--- src/hw/raster_dims_pkg.sv ---
package raster_dims_pkg;

    // pixel coordinates and primitive ids
    localparam int DIM_BITS = 11;
    localparam int PID_BITS = 8;

    // one signed edge word: a, b, c or an evaluated value
    localparam int EDGE_BITS = 32;

    // coverage lanes of a 2x2 quad
    localparam int MASK_BITS = 4;

    //////////////////////////////////////////////////////////////////////
    // tile geometry

    localparam int TILE_BITS = 3;      // 8x8 pixels, 16 quads

    // multiply stage, then add stage
    localparam int EDGE_LATENCY = 2;

endpackage

--- src/hw/raster_dcr_pkg.sv ---
package raster_dcr_pkg;

    localparam int DCR_ADDR_BITS = 8;
    localparam int DCR_DATA_BITS = 32;

    // min in [15:0], max in [31:16]
    localparam logic [DCR_ADDR_BITS-1:0] DCR_SCISSOR_X = 8'h10;
    localparam logic [DCR_ADDR_BITS-1:0] DCR_SCISSOR_Y = 8'h11;

    // whole coordinate range, same layout as a write
    localparam logic [DCR_DATA_BITS-1:0] SCISSOR_RESET = {
        16'((1 << raster_dims_pkg::DIM_BITS) - 1),
        16'd0
    };

endpackage

--- src/hw/raster_dcr.sv ---
`timescale 1ns/100ps

module raster_dcr (
    input  logic                                      clk,
    input  logic                                      reset,
    input  logic                                      write_valid,
    input  logic [raster_dcr_pkg::DCR_ADDR_BITS-1:0]  write_addr,
    input  logic [raster_dcr_pkg::DCR_DATA_BITS-1:0]  write_data,
    output logic [raster_dims_pkg::DIM_BITS-1:0]      xmin,
    output logic [raster_dims_pkg::DIM_BITS-1:0]      xmax,
    output logic [raster_dims_pkg::DIM_BITS-1:0]      ymin,
    output logic [raster_dims_pkg::DIM_BITS-1:0]      ymax
);
    localparam int DB = raster_dims_pkg::DIM_BITS;
    localparam logic [31:0] RST = raster_dcr_pkg::SCISSOR_RESET;

    always_ff @(posedge clk) begin
        if (reset) begin
            xmin <= RST[DB-1:0];
            xmax <= RST[16 +: DB];
            ymin <= RST[DB-1:0];
            ymax <= RST[16 +: DB];
        end else if (write_valid) begin
            case (write_addr)
                raster_dcr_pkg::DCR_SCISSOR_X: begin
                    xmin <= write_data[DB-1:0];
                    xmax <= write_data[16 +: DB];
                end
                raster_dcr_pkg::DCR_SCISSOR_Y: begin
                    ymin <= write_data[DB-1:0];
                    ymax <= write_data[16 +: DB];
                end
                default: ;  // other addresses ignored
            endcase
        end
    end

endmodule

--- config.mk ---
export PLATFORM = sky130hd
export DESIGN_NAME = raster_dcr
export DESIGN_NICKNAME = d
export VERILOG_FILES = /design/src/hw/raster_dims_pkg.sv /design/src/hw/raster_dcr_pkg.sv /design/src/hw/raster_dcr.sv
export SDC_FILE = /design/constraint.sdc
export NUM_CORES = 1
export LEC_CHECK = 0
export BUFFER_PORTS_ARGS = -buffer_cell sky130_fd_sc_hd__buf_2
export CAP_MARGIN = 20
export CELL_PAD_IN_SITES_DETAIL_PLACEMENT = 0
export CELL_PAD_IN_SITES_GLOBAL_PLACEMENT = 1
export CORE_MARGIN = 2
export CORE_UTILIZATION = 33
export CTS_BUF_LIST = sky130_fd_sc_hd__clkbuf_8 sky130_fd_sc_hd__clkbuf_16
export DETAILED_ROUTE_END_ITERATION = 8
export PLACE_DENSITY = 0.87
export RECOVER_POWER = 100
export SETUP_SLACK_MARGIN = 0.15
export SLEW_MARGIN = 20
export SYNTH_ARGS = -nofsm -noshare
export SYNTH_HDL_FRONTEND = slang
export SYNTH_SLANG_ARGS = --single-unit
--- constraint.sdc ---
create_clock -name clk -period 1.55 [get_ports clk]
set_input_delay 0.3875 -clock clk [delete_from_list [all_inputs] [get_ports clk]]
set_output_delay 0.3875 -clock clk [all_outputs]
set_load 0.1 [all_outputs]
* Yosys cells after proc, flatten, opt, wreduce, memory -nomap -nowiden
Index checks and enable logic that the tools add are counted.
Cells by class: reductions and logical operators 2, equality and inequality tests 2
Operators by type and width (count):
- $eq 8x5->1 const B | 2
- $reduce_and 2->1 | 2
Storage, ports and cells: flip-flop bits (word level) 44, word-level logic and storage cells 8, input bits 43

* Longest topological paths before layout
depth in word-level cells 2, mapped depth 5, gate-level depth less buffers 3

* Worst setup path after synthesis
OpenSTA, ideal clock, no wires.
kind in2reg, start point input write_addr[6] (netlist name), end point register xmax[6] (netlist name), library setup time 0.072 ns, path slack 0.148 ns, stages on the path 5, path buffers 2, arrival time 1.330 ns, path through nor4b_4 and3b_1 buf_6 buf_12 mux2i_1
On the way: cells in the longest elaborated chain, start to end 2
RTL lines:
- start, declared | line raster_dcr.sv:7 | input logic [raster_dcr_pkg::DCR_ADDR_BITS-1:0] write_addr,
- $eq 8x5->1 | line raster_dcr.sv:24 | case (write_addr)
- $reduce_and 2->1 (no source line)
- end signal, assigned | line raster_dcr.sv:20 | xmax <= RST[16 +: DB];
- end signal, assigned | line raster_dcr.sv:27 | xmax <= write_data[16 +: DB];
- end, declared | line raster_dcr.sv:10 | output logic [raster_dims_pkg::DIM_BITS-1:0] xmax,
No other way between the ends. A chain may end at the register's enable or synchronous reset.

* Final worst setup path
start point register ymin[5] (netlist name), end point output ymin[5] (netlist name)
RTL lines:
- start, declared | line raster_dcr.sv:11 | output logic [raster_dims_pkg::DIM_BITS-1:0] ymin,
- start signal, assigned | line raster_dcr.sv:21 | ymin <= RST[DB-1:0];
- start signal, assigned | line raster_dcr.sv:30 | ymin <= write_data[DB-1:0];
No word-level cell between the ends.

==> results.toml <==
[outcome]
status = "complete, no violations"

[power_and_ir_drop]
power.leakage_nw = 1.14
combinationalPowerShare_pct = 6.4
seqPwrFrac_pct = 56.6
intPower_mw = 1.55
p_per_area_nw_per_um2 = 819
p_switching_mw = 0.448
p_sw_share_pct = 22.4
clkPwrFrac_pct = 37.0
ir_worst_vdd_mv = 0.384

[logic_synthesis]
synth.ff_latch_count = 44
synth.yosys.seq_area_share_pct = 48.6
yosysWarningCount = 0
ys_types = 13
syn-num-nets = 215
syn_avg_cell_area_sq_um = 10.5
netlist_instances = 172
syn_area_sq_um = 1810

[detailed_routing]
drtAntennaViolNets = 0
post-route-drc-count = 0
drt_wl_total_mm = 3.62
num_vias = 1378
drt_iter0_drc = 30
dr.pass1.iters = 4
viasPerCell = 4.33
wire_per_inst_microns = 11.4

[finish]
layout.area.seq_sq_um = 881
diodes = 0
syn_to_final_growth_pct = 34.6
fin_nets = 290
drive_gt1_share_pct = 35.1
final_cell_mix = "44 x mux2i_1, 44 x dfxtp_1, 35 x buf_2"
final_util_pct = 46.9
fillerInstances = 506
multiInputGateArea_sq_um = 846

[setup_path]
worst-setup-path-type = "reg2out"
slowest_delay_ps = 420
required_ps = 1160
critPathSlowestCell = "buf_2"
cp.buffers_inverters = 1
crit_arrival_ps = 1030
crit_family = "buffers and inverters"
start_kind = "register"
cp_max_fo = 2
cp_cell_sequence = "buf_2"
cp-end-kind = "output port"

[sta]
min_period_ps = 1420
fin_skew_ps = 0
finalSetupViolCount = 0
fmax_mhz = 703
fin_setup_tns_ps = 0
timing.final.crit_share_pct = 91.7
rsz0062_at_grt = "no"
hold_viol = 0
worst_pin_slew_ps = 581
maxSlewViolCount = 0
slew_headroom_pct = 61.3

[global_route]
grt_max_degree = 67
track_usage_pct = 12.5
overflow = 0
antenna_found_initial = 0
grt_pass1_vias = 1354
grt_pass1_wl_mm = 6.09

[clock_network]
clkSinkCount = 44
cts_root_buffer = "clkbuf_8"
postCtsSetupBuffers = 0
clockBufferDepth = 2
cts_tree = "yes"
clk_pin_slew_ps = 80
insertion_delay_ps = 290
cts_buffers = 5
htree_num_levels = 2

[floorplanning]
start_util_pct = 34.8
die_h_microns = 78.1
placementRows = 26
io_pins = 87
dieArea_sq_um = 6100
die_w_microns = 78.1
core-area_sq_um = 5200

[flow_run]
drv_cap = 0

[worst_hold_path]
hold_class = "in2reg"

[placement]
dp_hpwl_mm = 2.44
portBuffers = 76
place.gp.congestion = 0.719
[synthesized netlist by cell type]
cell type | n | area share, %
dfxtp_1 | 44 | 49
nand3_1 | 1 | 0.28
nor2_1 | 33 | 6.8
mux2i_1 | 44 | 24
and3_1 | 1 | 0.35
nand2b_1 | 33 | 11
buf_12 | 1 | 1.1
nand3b_1 | 1 | 0.41
and3b_1 | 1 | 0.48
buf_6 | 3 | 1.9
nor4b_4 | 2 | 2.6
clkbuf_2 | 1 | 0.28
clkbuf_1 | 7 | 1.5
[through the flow]
stage          cell area, sq um  worst slack, ps  hold slack [ps]  total power, mW  std cells
2_1_floorplan              1810              148              559             1.23        172
3_3_place_gp               2260             21.4              456             1.29        310
3_5_place_dp               2260            -14.8              462             1.29        310
4_1_cts                    2470              199              339             2.04        318
5_1_grt                    2440             85.9              350             2.09        318
6_report                   2440              128              351             2.00        318
[worst reg2reg max path, cell delays in order (launching register included)]
cell,delay (ps)
dfxtp_1,320
nor2_1,110
mux2i_1,80
[state kept, by name (all words and copies together), names as in the netlist]
register / flops
xmax: 11
xmin: 11
ymax: 11
ymin: 11
[path summary, 6_finish.rpt]
path | start | to | slack (ps) | cells past startpoint
max reg2reg | ymax[7] | ymax[7] | 920 | 2
min reg2reg | xmin[2] | xmin[2] | 480 | 2
min | write_data[19] | ymax[3] | 350 | 3
max | ymin[5] | ymin[5] | 130 | 1
[what timing repair did]
item,in CTS,in global routing
setup endpoints to repair,44,0
gates resized for setup,44,0
hold buffers,0,0
[power by group through the flow]
stage	sequential (mW)	clock (mW)	combinational, mW
2_1_floorplan	1.17	0	0.0599
3_3_place_gp	1.16	0	0.129
3_5_place_dp	1.16	0	0.130
4_1_cts	1.13	0.774	0.131
5_1_grt	1.13	0.821	0.141
6_report	1.13	0.739	0.128
[layout make-up]
class	count	area share, %
clock buffer	6	3.39
sequential	44	36.1
clock inverter	2	0.462
timing repair buffer	80	21.8
multi-input combinational	116	34.7
tap	70	3.59
[metal layers]
layer | vias to the layer above | GRT usage (%) | wire length, microns | share of wire [%]
li1 | 709 | - | - | -
met1 | 613 | 15.1 | 1680 | 46
met2 | 48 | 20.1 | 1630 | 45
met3 | 8 | 3.91 | 246 | 6.8
met4 | 0 | 6.14 | 63 | 1.7
met5 | - | 0 | 0 | 0
[logic make-up (layout without fill, tap and decap cells)]
group         after synthesis  count (layout)  share of synthesized area, %
simple gates               72              72                          22.4
buf+inv                    12              88                          4.70
flops                      44              44                          48.6
mux                        44              44                          24.3
(Power assumes the default switching activity.)
