$ cat src/hw/raster_dims_pkg.sv
package raster_dims_pkg;

    // pixel coordinates and primitive ids
    localparam int DIM_BITS = 11;
    localparam int PID_BITS = 8;

    // one signed edge word: a, b, c or an evaluated value
    localparam int EDGE_BITS = 32;

    // coverage lanes of a 2x2 quad
    localparam int MASK_BITS = 4;

    //////////////////////////////////////////////////////////////////////
    // tile geometry

    localparam int TILE_BITS = 3;      // 8x8 pixels, 16 quads

    // multiply stage, then add stage
    localparam int EDGE_LATENCY = 2;

endpackage

$ cat src/hw/raster_ifs.sv
`timescale 1ns/100ps

// tile after edge evaluation; edges[k] = {a, b, value at origin}
interface tile_if;
    logic                                        valid;
    logic                                        ready;
    logic [raster_dims_pkg::DIM_BITS-1:0]        xloc;
    logic [raster_dims_pkg::DIM_BITS-1:0]        yloc;
    logic [raster_dims_pkg::PID_BITS-1:0]        pid;
    logic [2:0][2:0][raster_dims_pkg::EDGE_BITS-1:0] edges;

    modport src (output valid, xloc, yloc, pid, edges, input ready);
    modport dst (input valid, xloc, yloc, pid, edges, output ready);
endinterface

//////////////////////////////////////////////////////////////////////
// one quad stamp from a slice

interface stamp_if;
    logic                                  valid;
    logic                                  ready;
    logic [raster_dims_pkg::DIM_BITS-1:0]  x;
    logic [raster_dims_pkg::DIM_BITS-1:0]  y;
    logic [raster_dims_pkg::MASK_BITS-1:0] mask;
    logic [raster_dims_pkg::PID_BITS-1:0]  pid;
    logic                                  busy;   // slice holds a tile

    modport src (output valid, x, y, mask, pid, busy, input ready);
    modport dst (input valid, x, y, mask, pid, busy, output ready);
endinterface

$ cat src/hw/raster_slice.sv
`timescale 1ns/100ps

module raster_slice #(
    parameter int TILE_LOGSIZE = 3
) (
    input  logic                                 clk,
    input  logic                                 reset,
    tile_if.dst                                  tile,
    input  logic [raster_dims_pkg::DIM_BITS-1:0] xmin,
    input  logic [raster_dims_pkg::DIM_BITS-1:0] xmax,
    input  logic [raster_dims_pkg::DIM_BITS-1:0] ymin,
    input  logic [raster_dims_pkg::DIM_BITS-1:0] ymax,
    stamp_if.src                                 stamp
);
    localparam int DB    = raster_dims_pkg::DIM_BITS;
    localparam int EB    = raster_dims_pkg::EDGE_BITS;
    localparam int QBITS = TILE_LOGSIZE - 1;   // quads per tile side

    logic                                 walking;
    logic                                 step;
    logic [QBITS-1:0]                     qx;
    logic [QBITS-1:0]                     qy;
    logic [DB-1:0]                        tx;
    logic [DB-1:0]                        ty;
    logic [raster_dims_pkg::PID_BITS-1:0] pid;
    logic [2:0][EB-1:0]                   ea;
    logic [2:0][EB-1:0]                   eb;
    logic [2:0][EB-1:0]                   row_e;
    logic [2:0][EB-1:0]                   cur_e;
    logic [raster_dims_pkg::MASK_BITS-1:0] mask;

    //////////////////////////////////////////////////////////////////////
    // coverage of the current quad

    always_comb begin
        logic [DB-1:0] px;
        logic [DB-1:0] py;
        logic [EB-1:0] ev;
        logic          cov;
        for (int p = 0; p < 4; p++) begin
            px  = tx + DB'({qx, p[0]});
            py  = ty + DB'({qy, p[1]});
            cov = 1'b1;
            for (int k = 0; k < 3; k++) begin
                ev  = cur_e[k] + (p[0] ? ea[k] : '0) + (p[1] ? eb[k] : '0);
                cov = cov && ~ev[EB-1];   // edge value >= 0
            end
            mask[p] = cov && (px >= xmin) && (px < xmax) && (py >= ymin) && (py < ymax);
        end
    end

    // empty quads pass without a stamp
    assign step = walking && ((mask == '0) || stamp.ready);

    always_ff @(posedge clk) begin
        if (reset) begin
            walking <= 1'b0;
        end else if (tile.valid && tile.ready) begin
            walking <= 1'b1;
        end else if (step && (&qx) && (&qy)) begin
            walking <= 1'b0;   // last quad
        end
    end

    always_ff @(posedge clk) begin
        if (tile.valid && tile.ready) begin
            tx  <= tile.xloc;
            ty  <= tile.yloc;
            pid <= tile.pid;
            qx  <= '0;
            qy  <= '0;
            for (int k = 0; k < 3; k++) begin
                ea[k]    <= tile.edges[k][0];
                eb[k]    <= tile.edges[k][1];
                row_e[k] <= tile.edges[k][2];
                cur_e[k] <= tile.edges[k][2];
            end
        end else if (step) begin
            if (&qx) begin
                qx <= '0;
                qy <= qy + 1'b1;
                for (int k = 0; k < 3; k++) begin
                    row_e[k] <= row_e[k] + (eb[k] << 1);   // next quad row
                    cur_e[k] <= row_e[k] + (eb[k] << 1);
                end
            end else begin
                qx <= qx + 1'b1;
                for (int k = 0; k < 3; k++)
                    cur_e[k] <= cur_e[k] + (ea[k] << 1);
            end
        end
    end

    assign tile.ready  = ~walking;
    assign stamp.valid = walking && (mask != '0);
    assign stamp.x     = tx + DB'({qx, 1'b0});
    assign stamp.y     = ty + DB'({qy, 1'b0});
    assign stamp.mask  = mask;
    assign stamp.pid   = pid;
    assign stamp.busy  = walking;

endmodule

$ cat src/flat_wrapper.sv
// flat-port wrapper written by rule: the top's interface ports become plain ports
module raster_slice_flat 
#(
    parameter int TILE_LOGSIZE = 3
)
  (clk, reset, xmin, xmax, ymin, ymax, tile_valid, tile_xloc, tile_yloc, tile_pid, tile_edges, tile_ready, stamp_valid, stamp_x, stamp_y, stamp_mask, stamp_pid, stamp_busy, stamp_ready);
  tile_if tile_i ();
  stamp_if stamp_i ();
  input  logic clk;
  input  logic reset;
  input  logic [raster_dims_pkg::DIM_BITS-1:0] xmin;
  input  logic [raster_dims_pkg::DIM_BITS-1:0] xmax;
  input  logic [raster_dims_pkg::DIM_BITS-1:0] ymin;
  input  logic [raster_dims_pkg::DIM_BITS-1:0] ymax;
  input wire logic [$bits(tile_i.valid)-1:0] tile_valid;
  input wire logic [$bits(tile_i.xloc)-1:0] tile_xloc;
  input wire logic [$bits(tile_i.yloc)-1:0] tile_yloc;
  input wire logic [$bits(tile_i.pid)-1:0] tile_pid;
  input wire logic [$bits(tile_i.edges)-1:0] tile_edges;
  output wire logic [$bits(tile_i.ready)-1:0] tile_ready;
  output wire logic [$bits(stamp_i.valid)-1:0] stamp_valid;
  output wire logic [$bits(stamp_i.x)-1:0] stamp_x;
  output wire logic [$bits(stamp_i.y)-1:0] stamp_y;
  output wire logic [$bits(stamp_i.mask)-1:0] stamp_mask;
  output wire logic [$bits(stamp_i.pid)-1:0] stamp_pid;
  output wire logic [$bits(stamp_i.busy)-1:0] stamp_busy;
  input wire logic [$bits(stamp_i.ready)-1:0] stamp_ready;
  assign tile_i.valid = tile_valid;
  assign tile_i.xloc = tile_xloc;
  assign tile_i.yloc = tile_yloc;
  assign tile_i.pid = tile_pid;
  assign tile_i.edges = tile_edges;
  assign tile_ready = tile_i.ready;
  assign stamp_valid = stamp_i.valid;
  assign stamp_x = stamp_i.x;
  assign stamp_y = stamp_i.y;
  assign stamp_mask = stamp_i.mask;
  assign stamp_pid = stamp_i.pid;
  assign stamp_busy = stamp_i.busy;
  assign stamp_i.ready = stamp_ready;
  raster_slice #(.TILE_LOGSIZE(TILE_LOGSIZE)) u_core (.clk(clk), .reset(reset), .tile(tile_i), .xmin(xmin), .xmax(xmax), .ymin(ymin), .ymax(ymax), .stamp(stamp_i));
endmodule
$ cat config.mk
export PLATFORM = sky130hd
export DESIGN_NAME = raster_slice_flat
export DESIGN_NICKNAME = d
export VERILOG_FILES = /design/src/hw/raster_dims_pkg.sv /design/src/hw/raster_ifs.sv /design/src/hw/raster_slice.sv /design/src/flat_wrapper.sv
export SDC_FILE = /design/constraint.sdc
export NUM_CORES = 1
export LEC_CHECK = 0
export ABC_AREA = 1
export BUFFER_PORTS_ARGS = -buffer_cell sky130_fd_sc_hd__clkbuf_2
export CORE_MARGIN = 3
export CORE_UTILIZATION = 48
export CTS_BUF_LIST = sky130_fd_sc_hd__clkbuf_4 sky130_fd_sc_hd__clkbuf_8
export DETAILED_ROUTE_END_ITERATION = 10
export PLACE_DENSITY = 0.67
export SLEW_MARGIN = 15
export SYNTH_ARGS = -nofsm -noshare
export SYNTH_HDL_FRONTEND = slang
export SYNTH_SLANG_ARGS = --single-unit
$ cat constraint.sdc
create_clock -name clk -period 10.7 [get_ports clk]
set_clock_uncertainty 0.1 [all_clocks]
set_input_delay 1.07 -clock clk [delete_from_list [all_inputs] [get_ports clk]]
set_output_delay 1.07 -clock clk [all_outputs]
set_load 0.05 [all_outputs]
-- Yosys cells after proc, flatten, opt, wreduce, memory -nomap -nowiden
Cells that the tools add are included.
- input bits: 366
- register bits: 419
- output and inout bits: 37
- muxes and demuxes: 9
- bitwise logic cells: 13
- order comparisons: 8
- reduce and logical (&&, ||, !) cells: 39
- add/subtract/negate cells: 21
- operators with widths (kind ; count):
    96-bit two-way mux ; 6
    32-bit adder ; 15
    11-bit by 3-bit adder with 11-bit output ; 4
    11-bit >= comparator ; 4
    11-bit less-than comparator ; 4
    1-bit logical AND ; 29
    1-bit NOT ; 13
    2-bit AND reduction ; 3
    2-bit nonzero test ; 3
    2-bit by 1-bit adder with 2-bit output (second input constant) ; 2
    4-bit zero test ; 1
    4-bit nonzero test ; 1
    3-bit AND reduction ; 1
    1-bit two-way mux ; 2
    2-bit two-way mux ; 1
    1-bit logical OR ; 1

-- Longest topological paths before layout
- depth after elaboration: 16
- mapped depth: 33
- mapped depth without buffers: 33

-- Least setup slack after synthesis
Ideal clock, no wire load.
- kind: input to register
- start: input port tile_valid
- end: register u_core.cur_e[58] (netlist bit) (data pin)
- stages on the path: 7
- path buffers: 3
- required time: 10.430 ns
- setup time: 0.170 ns
- arrival: 8.652 ns
- slack: 1.779 ns
- cells stage by stage: nand2_1 > inv_1 > clkbuf_1 > clkbuf_1 > clkbuf_1 > nand2_1 > nand2_1
- cells in the longest elaborated chain, start to end: 2
- RTL lines (what ; RTL line ; text):
    start, declared ; flat_wrapper.sv:15 ; input wire logic [$bits(tile_i.valid)-1:0] tile_valid;
    1-bit logical AND ; raster_slice.sv:66 ; if (tile.valid && tile.ready) begin
    96-bit two-way mux ; raster_slice.sv:66 ;
    end signal, assigned by index ; raster_slice.sv:76 ; cur_e[k] <= tile.edges[k][2];
    end signal, assigned by index ; raster_slice.sv:84 ; cur_e[k] <= row_e[k] + (eb[k] << 1);
    end signal, assigned by index ; raster_slice.sv:89 ; cur_e[k] <= cur_e[k] + (ea[k] << 1);
    end, declared ; raster_slice.sv:29 ; logic [2:0][EB-1:0] cur_e;
Every way passes these cells.
A chain may end at the register's enable or synchronous reset.

-- Worst setup path after layout
- start: register u_core.cur_e[0] (netlist bit)
- end: output port stamp_valid
- cells in the longest elaborated chain, start to end: 11
- RTL lines (what ; RTL line ; text):
    32-bit adder (2 in series) ; raster_slice.sv:45 ; ev = cur_e[k] + (p[0] ? ea[k] : '0) + (p[1] ? eb[k] : '0);
    1-bit NOT ; raster_slice.sv:46 ; cov = cov && ~ev[EB-1];
    1-bit logical AND (2 in series) ; raster_slice.sv:46 ;
    1-bit logical AND (4 in series) ; raster_slice.sv:48 ; mask[p] = cov && (px >= xmin) && (px < xmax) && (py >= ymin) && (py < ymax);
    4-bit nonzero test (*) ; raster_slice.sv:95 ; assign stamp.valid = walking && (mask != '0);
    1-bit logical AND (*) ; raster_slice.sv:95 ;
    end, declared ; flat_wrapper.sv:21 ; output wire logic [$bits(stamp_i.valid)-1:0] stamp_valid;
Mark *: on every way between the ends. The rest lies on a longest branch, timed or not.

==> run metrics <==
Final WS setup 3.58 ns; Synth Area in Compound Gates 0.165; P_leak just under 20 nW; Syn Std Cell Area between 30,000 and 40,000 um^2; Routed WL 111,000 um; Slew Limit Fails 0; Worst Path Arrival 5.95 ns; final antenna-violating net count 0; setup TNS 0 ns; max incr delay on CP 0.41 ns; die span in y approximately 280 um; top post-synthesis cells by area edfxtp_1 35%, ha_1 19%, nand2_1 9.7%; Iteration-0 DRC Markers 2,666; IO buf count ~400; vias per std cell 5.57; Worst-Margin Slew between 1 and 1.5 ns; Synth top area share 0.346; cts bufs inserted 83; CP top delay family simple AND/OR/NAND/NOR gates; buffer and inverter count on the worst path 2; DR vias 32.3k; combinational family with the most area after synthesis adder cells; Rows between 90 and 100; post-synthesis adder-cell area fraction 0.196; CTS tree yes; unrepaired setup endpoints after global routing false; Post-synth top cells 928 x nand2_1, 543 x ha_1, 517 x inv_1; WS Path Type reg2out; post-CTS setup repair buffer count 0; PD cells 215 nW/um^2; Post-DP HPWL 88,900 um; placed inst area roughly 40,000 um^2; status completed; syn_area_per_cell 8.30 um^2; Die X roughly 280 um; CP startpoint kind flop; Post-CTS Resized 0; flop2flop setup slack about 3.9 ns; vias in the first global route 31.3k; largest net degree at the start of global routing 83; Initial DRT Pass Iterations 7; io pins 403; post-synthesis xor/xnor area fraction 0.0512; Seq cells post-synth 419; Starting Density 0.489; YS warnings 0; Core Area around 74,000 um^2; Crit. End Element output port; GRT Overall Usage 0.279; design area 40,800 um^2; Tmin final about 7 ns; # nets final 5,702; Worst Hold Class reg2reg; antenna violations before repair 9; Async SR Flop Fraction 0; total grt overflow 0; Most used DFF post-synth edfxtp_1; H-tree depth 3; post-synthesis cell type count between 50 and 60; top-count cell post-synth nand2_1; CP max FO 3; Area Overhead vs Synth 13.4%; Achievable Freq 0.140 GHz; syn_nets about 5.3k; CP Data Required Time 9.53 ns; most used cell, CP nand2_1; drc violations 0; endpoints failing setup 0; Slew HR 0.204; Synth Area in Simple Gates 0.180; first-pass GRT wire length roughly 170,000 um; worst-skew pair later-pin latency 0.70 ns; die area 78,200 um^2; Clock Tree Buf Depth 3; layout cells sized above 1 0.130; post-synth top area cell edfxtp_1; Hold Violations, Final 0; register area share after synthesis 0.349; Clock transition at path regs about 0.06 ns; Max Cap Viol 0; EDFF count, synth 414; CTS Sinks 419; Root Buffer clkbuf_8; pre-CTS WS 3.97 ns; # hold bufs at CTS 0; Worst VDD drop 0.000143 V; fin crit share 0.666; routability cong. 0.954; post-synthesis mux area share 0; WL/cell ~19 um; Mapped Cells between 4k and 5k; CP max stage cell edfxtp_1
==> layout by cell type (no fill, tap or decap), drive strengths merged, types with 39 or more instances in the layout <==
master | Yosys | final
nand3 | 185 | 185
nand4 | 57 | 57
nor2 | 243 | 243
a31oi | 47 | 47
edfxtp | 414 | 414
inv | 518 | 521
xnor2 | 74 | 74
o21ai | 322 | 322
xor2 | 136 | 136
ha | 543 | 543
clkbuf | 44 | 510
a21oi | 470 | 470
nand2 | 947 | 947
nor3 | 39 | 39
==> tightest hold or removal path, stage by stage, from the launching register on <==
cell and delay, ns:
dfxtp_1 0.35, nand2_1 0.08, a21oi_1 0.05
==> layout make-up <==
cell class	instances	area (um^2)
multi-input combinational	3342	21300
fill	7004	32800
tap	959	1200
timing repair buffer	415	2110
sequential	419	12500
antenna	9	22.5
clock inverter	41	307
clock buffer	108	1340
inverter	519	1960
==> routing by layer <==
| metal | global-route usage | part of all wire |
|---|---|---|
| met5 | 0 | 0 |
| met1 | 0.382 | 0.45 |
| met4 | 0.0865 | 0.026 |
| met3 | 0.0493 | 0.075 |
| met2 | 0.450 | 0.45 |
==> path summary, 6_finish.rpt <==
path,startpoint,end,cells past startpoint
setup / recovery,u_core.cur_e[0],stamp_valid,29
hold / removal,u_core.stamp.busy,u_core.stamp.busy,2
hold reg to reg,u_core.stamp.busy,u_core.stamp.busy,2
setup reg to reg,u_core.ea[64],u_core.row_e[3],29
==> sequential cells by signal, indices dropped and copies added, names as in the netlist <==
| register | flops |
|---|---|
| u_core.row_e | 96 |
| u_core.tx | 11 |
| u_core.stamp.pid | 8 |
| u_core.qx | 2 |
| u_core.ea | 96 |
| u_core.cur_e | 96 |
| u_core.eb | 96 |
| u_core.qy | 2 |
| u_core.stamp.busy | 1 |
| u_core.ty | 11 |
==> logic make-up (layout without fill, tap and decap cells) <==
| family | count (synthesis) | count (layout) |
|---|---|---|
| AOI/OAI and AO/OA | 1040 | 1040 |
| xor gates and xnor gates | 210 | 210 |
| adders and majority gates | 556 | 556 |
| buffers and inverters | 570 | 1083 |
| DFF | 419 | 419 |
| other | 0 | 9 |
| and+or+nand+nor | 1536 | 1536 |
==> through the flow <==
stage	hold slack [ns]	instances	total power, W	util
6_report	0.415	5812	0.00875	0.554
5_1_grt	0.393	5812	0.00952	0.554
4_1_cts	0.380	5803	0.00874	0.554
3_5_place_dp	0.408	5654	0.00700	0.531
3_3_place_gp	0.405	5654	0.00694	0.531
2_1_floorplan	0.392	4331	0.00580	-
==> where the power goes <==
group | internal, W | total, W | switching (W)
Combinational | 0.00175 | 0.00465 | 0.00290
Sequential | 0.00217 | 0.00241 | 0.000237
Clock | 0.000918 | 0.00169 | 0.000769
No activity file was read; power rests on OpenSTA's default activity.
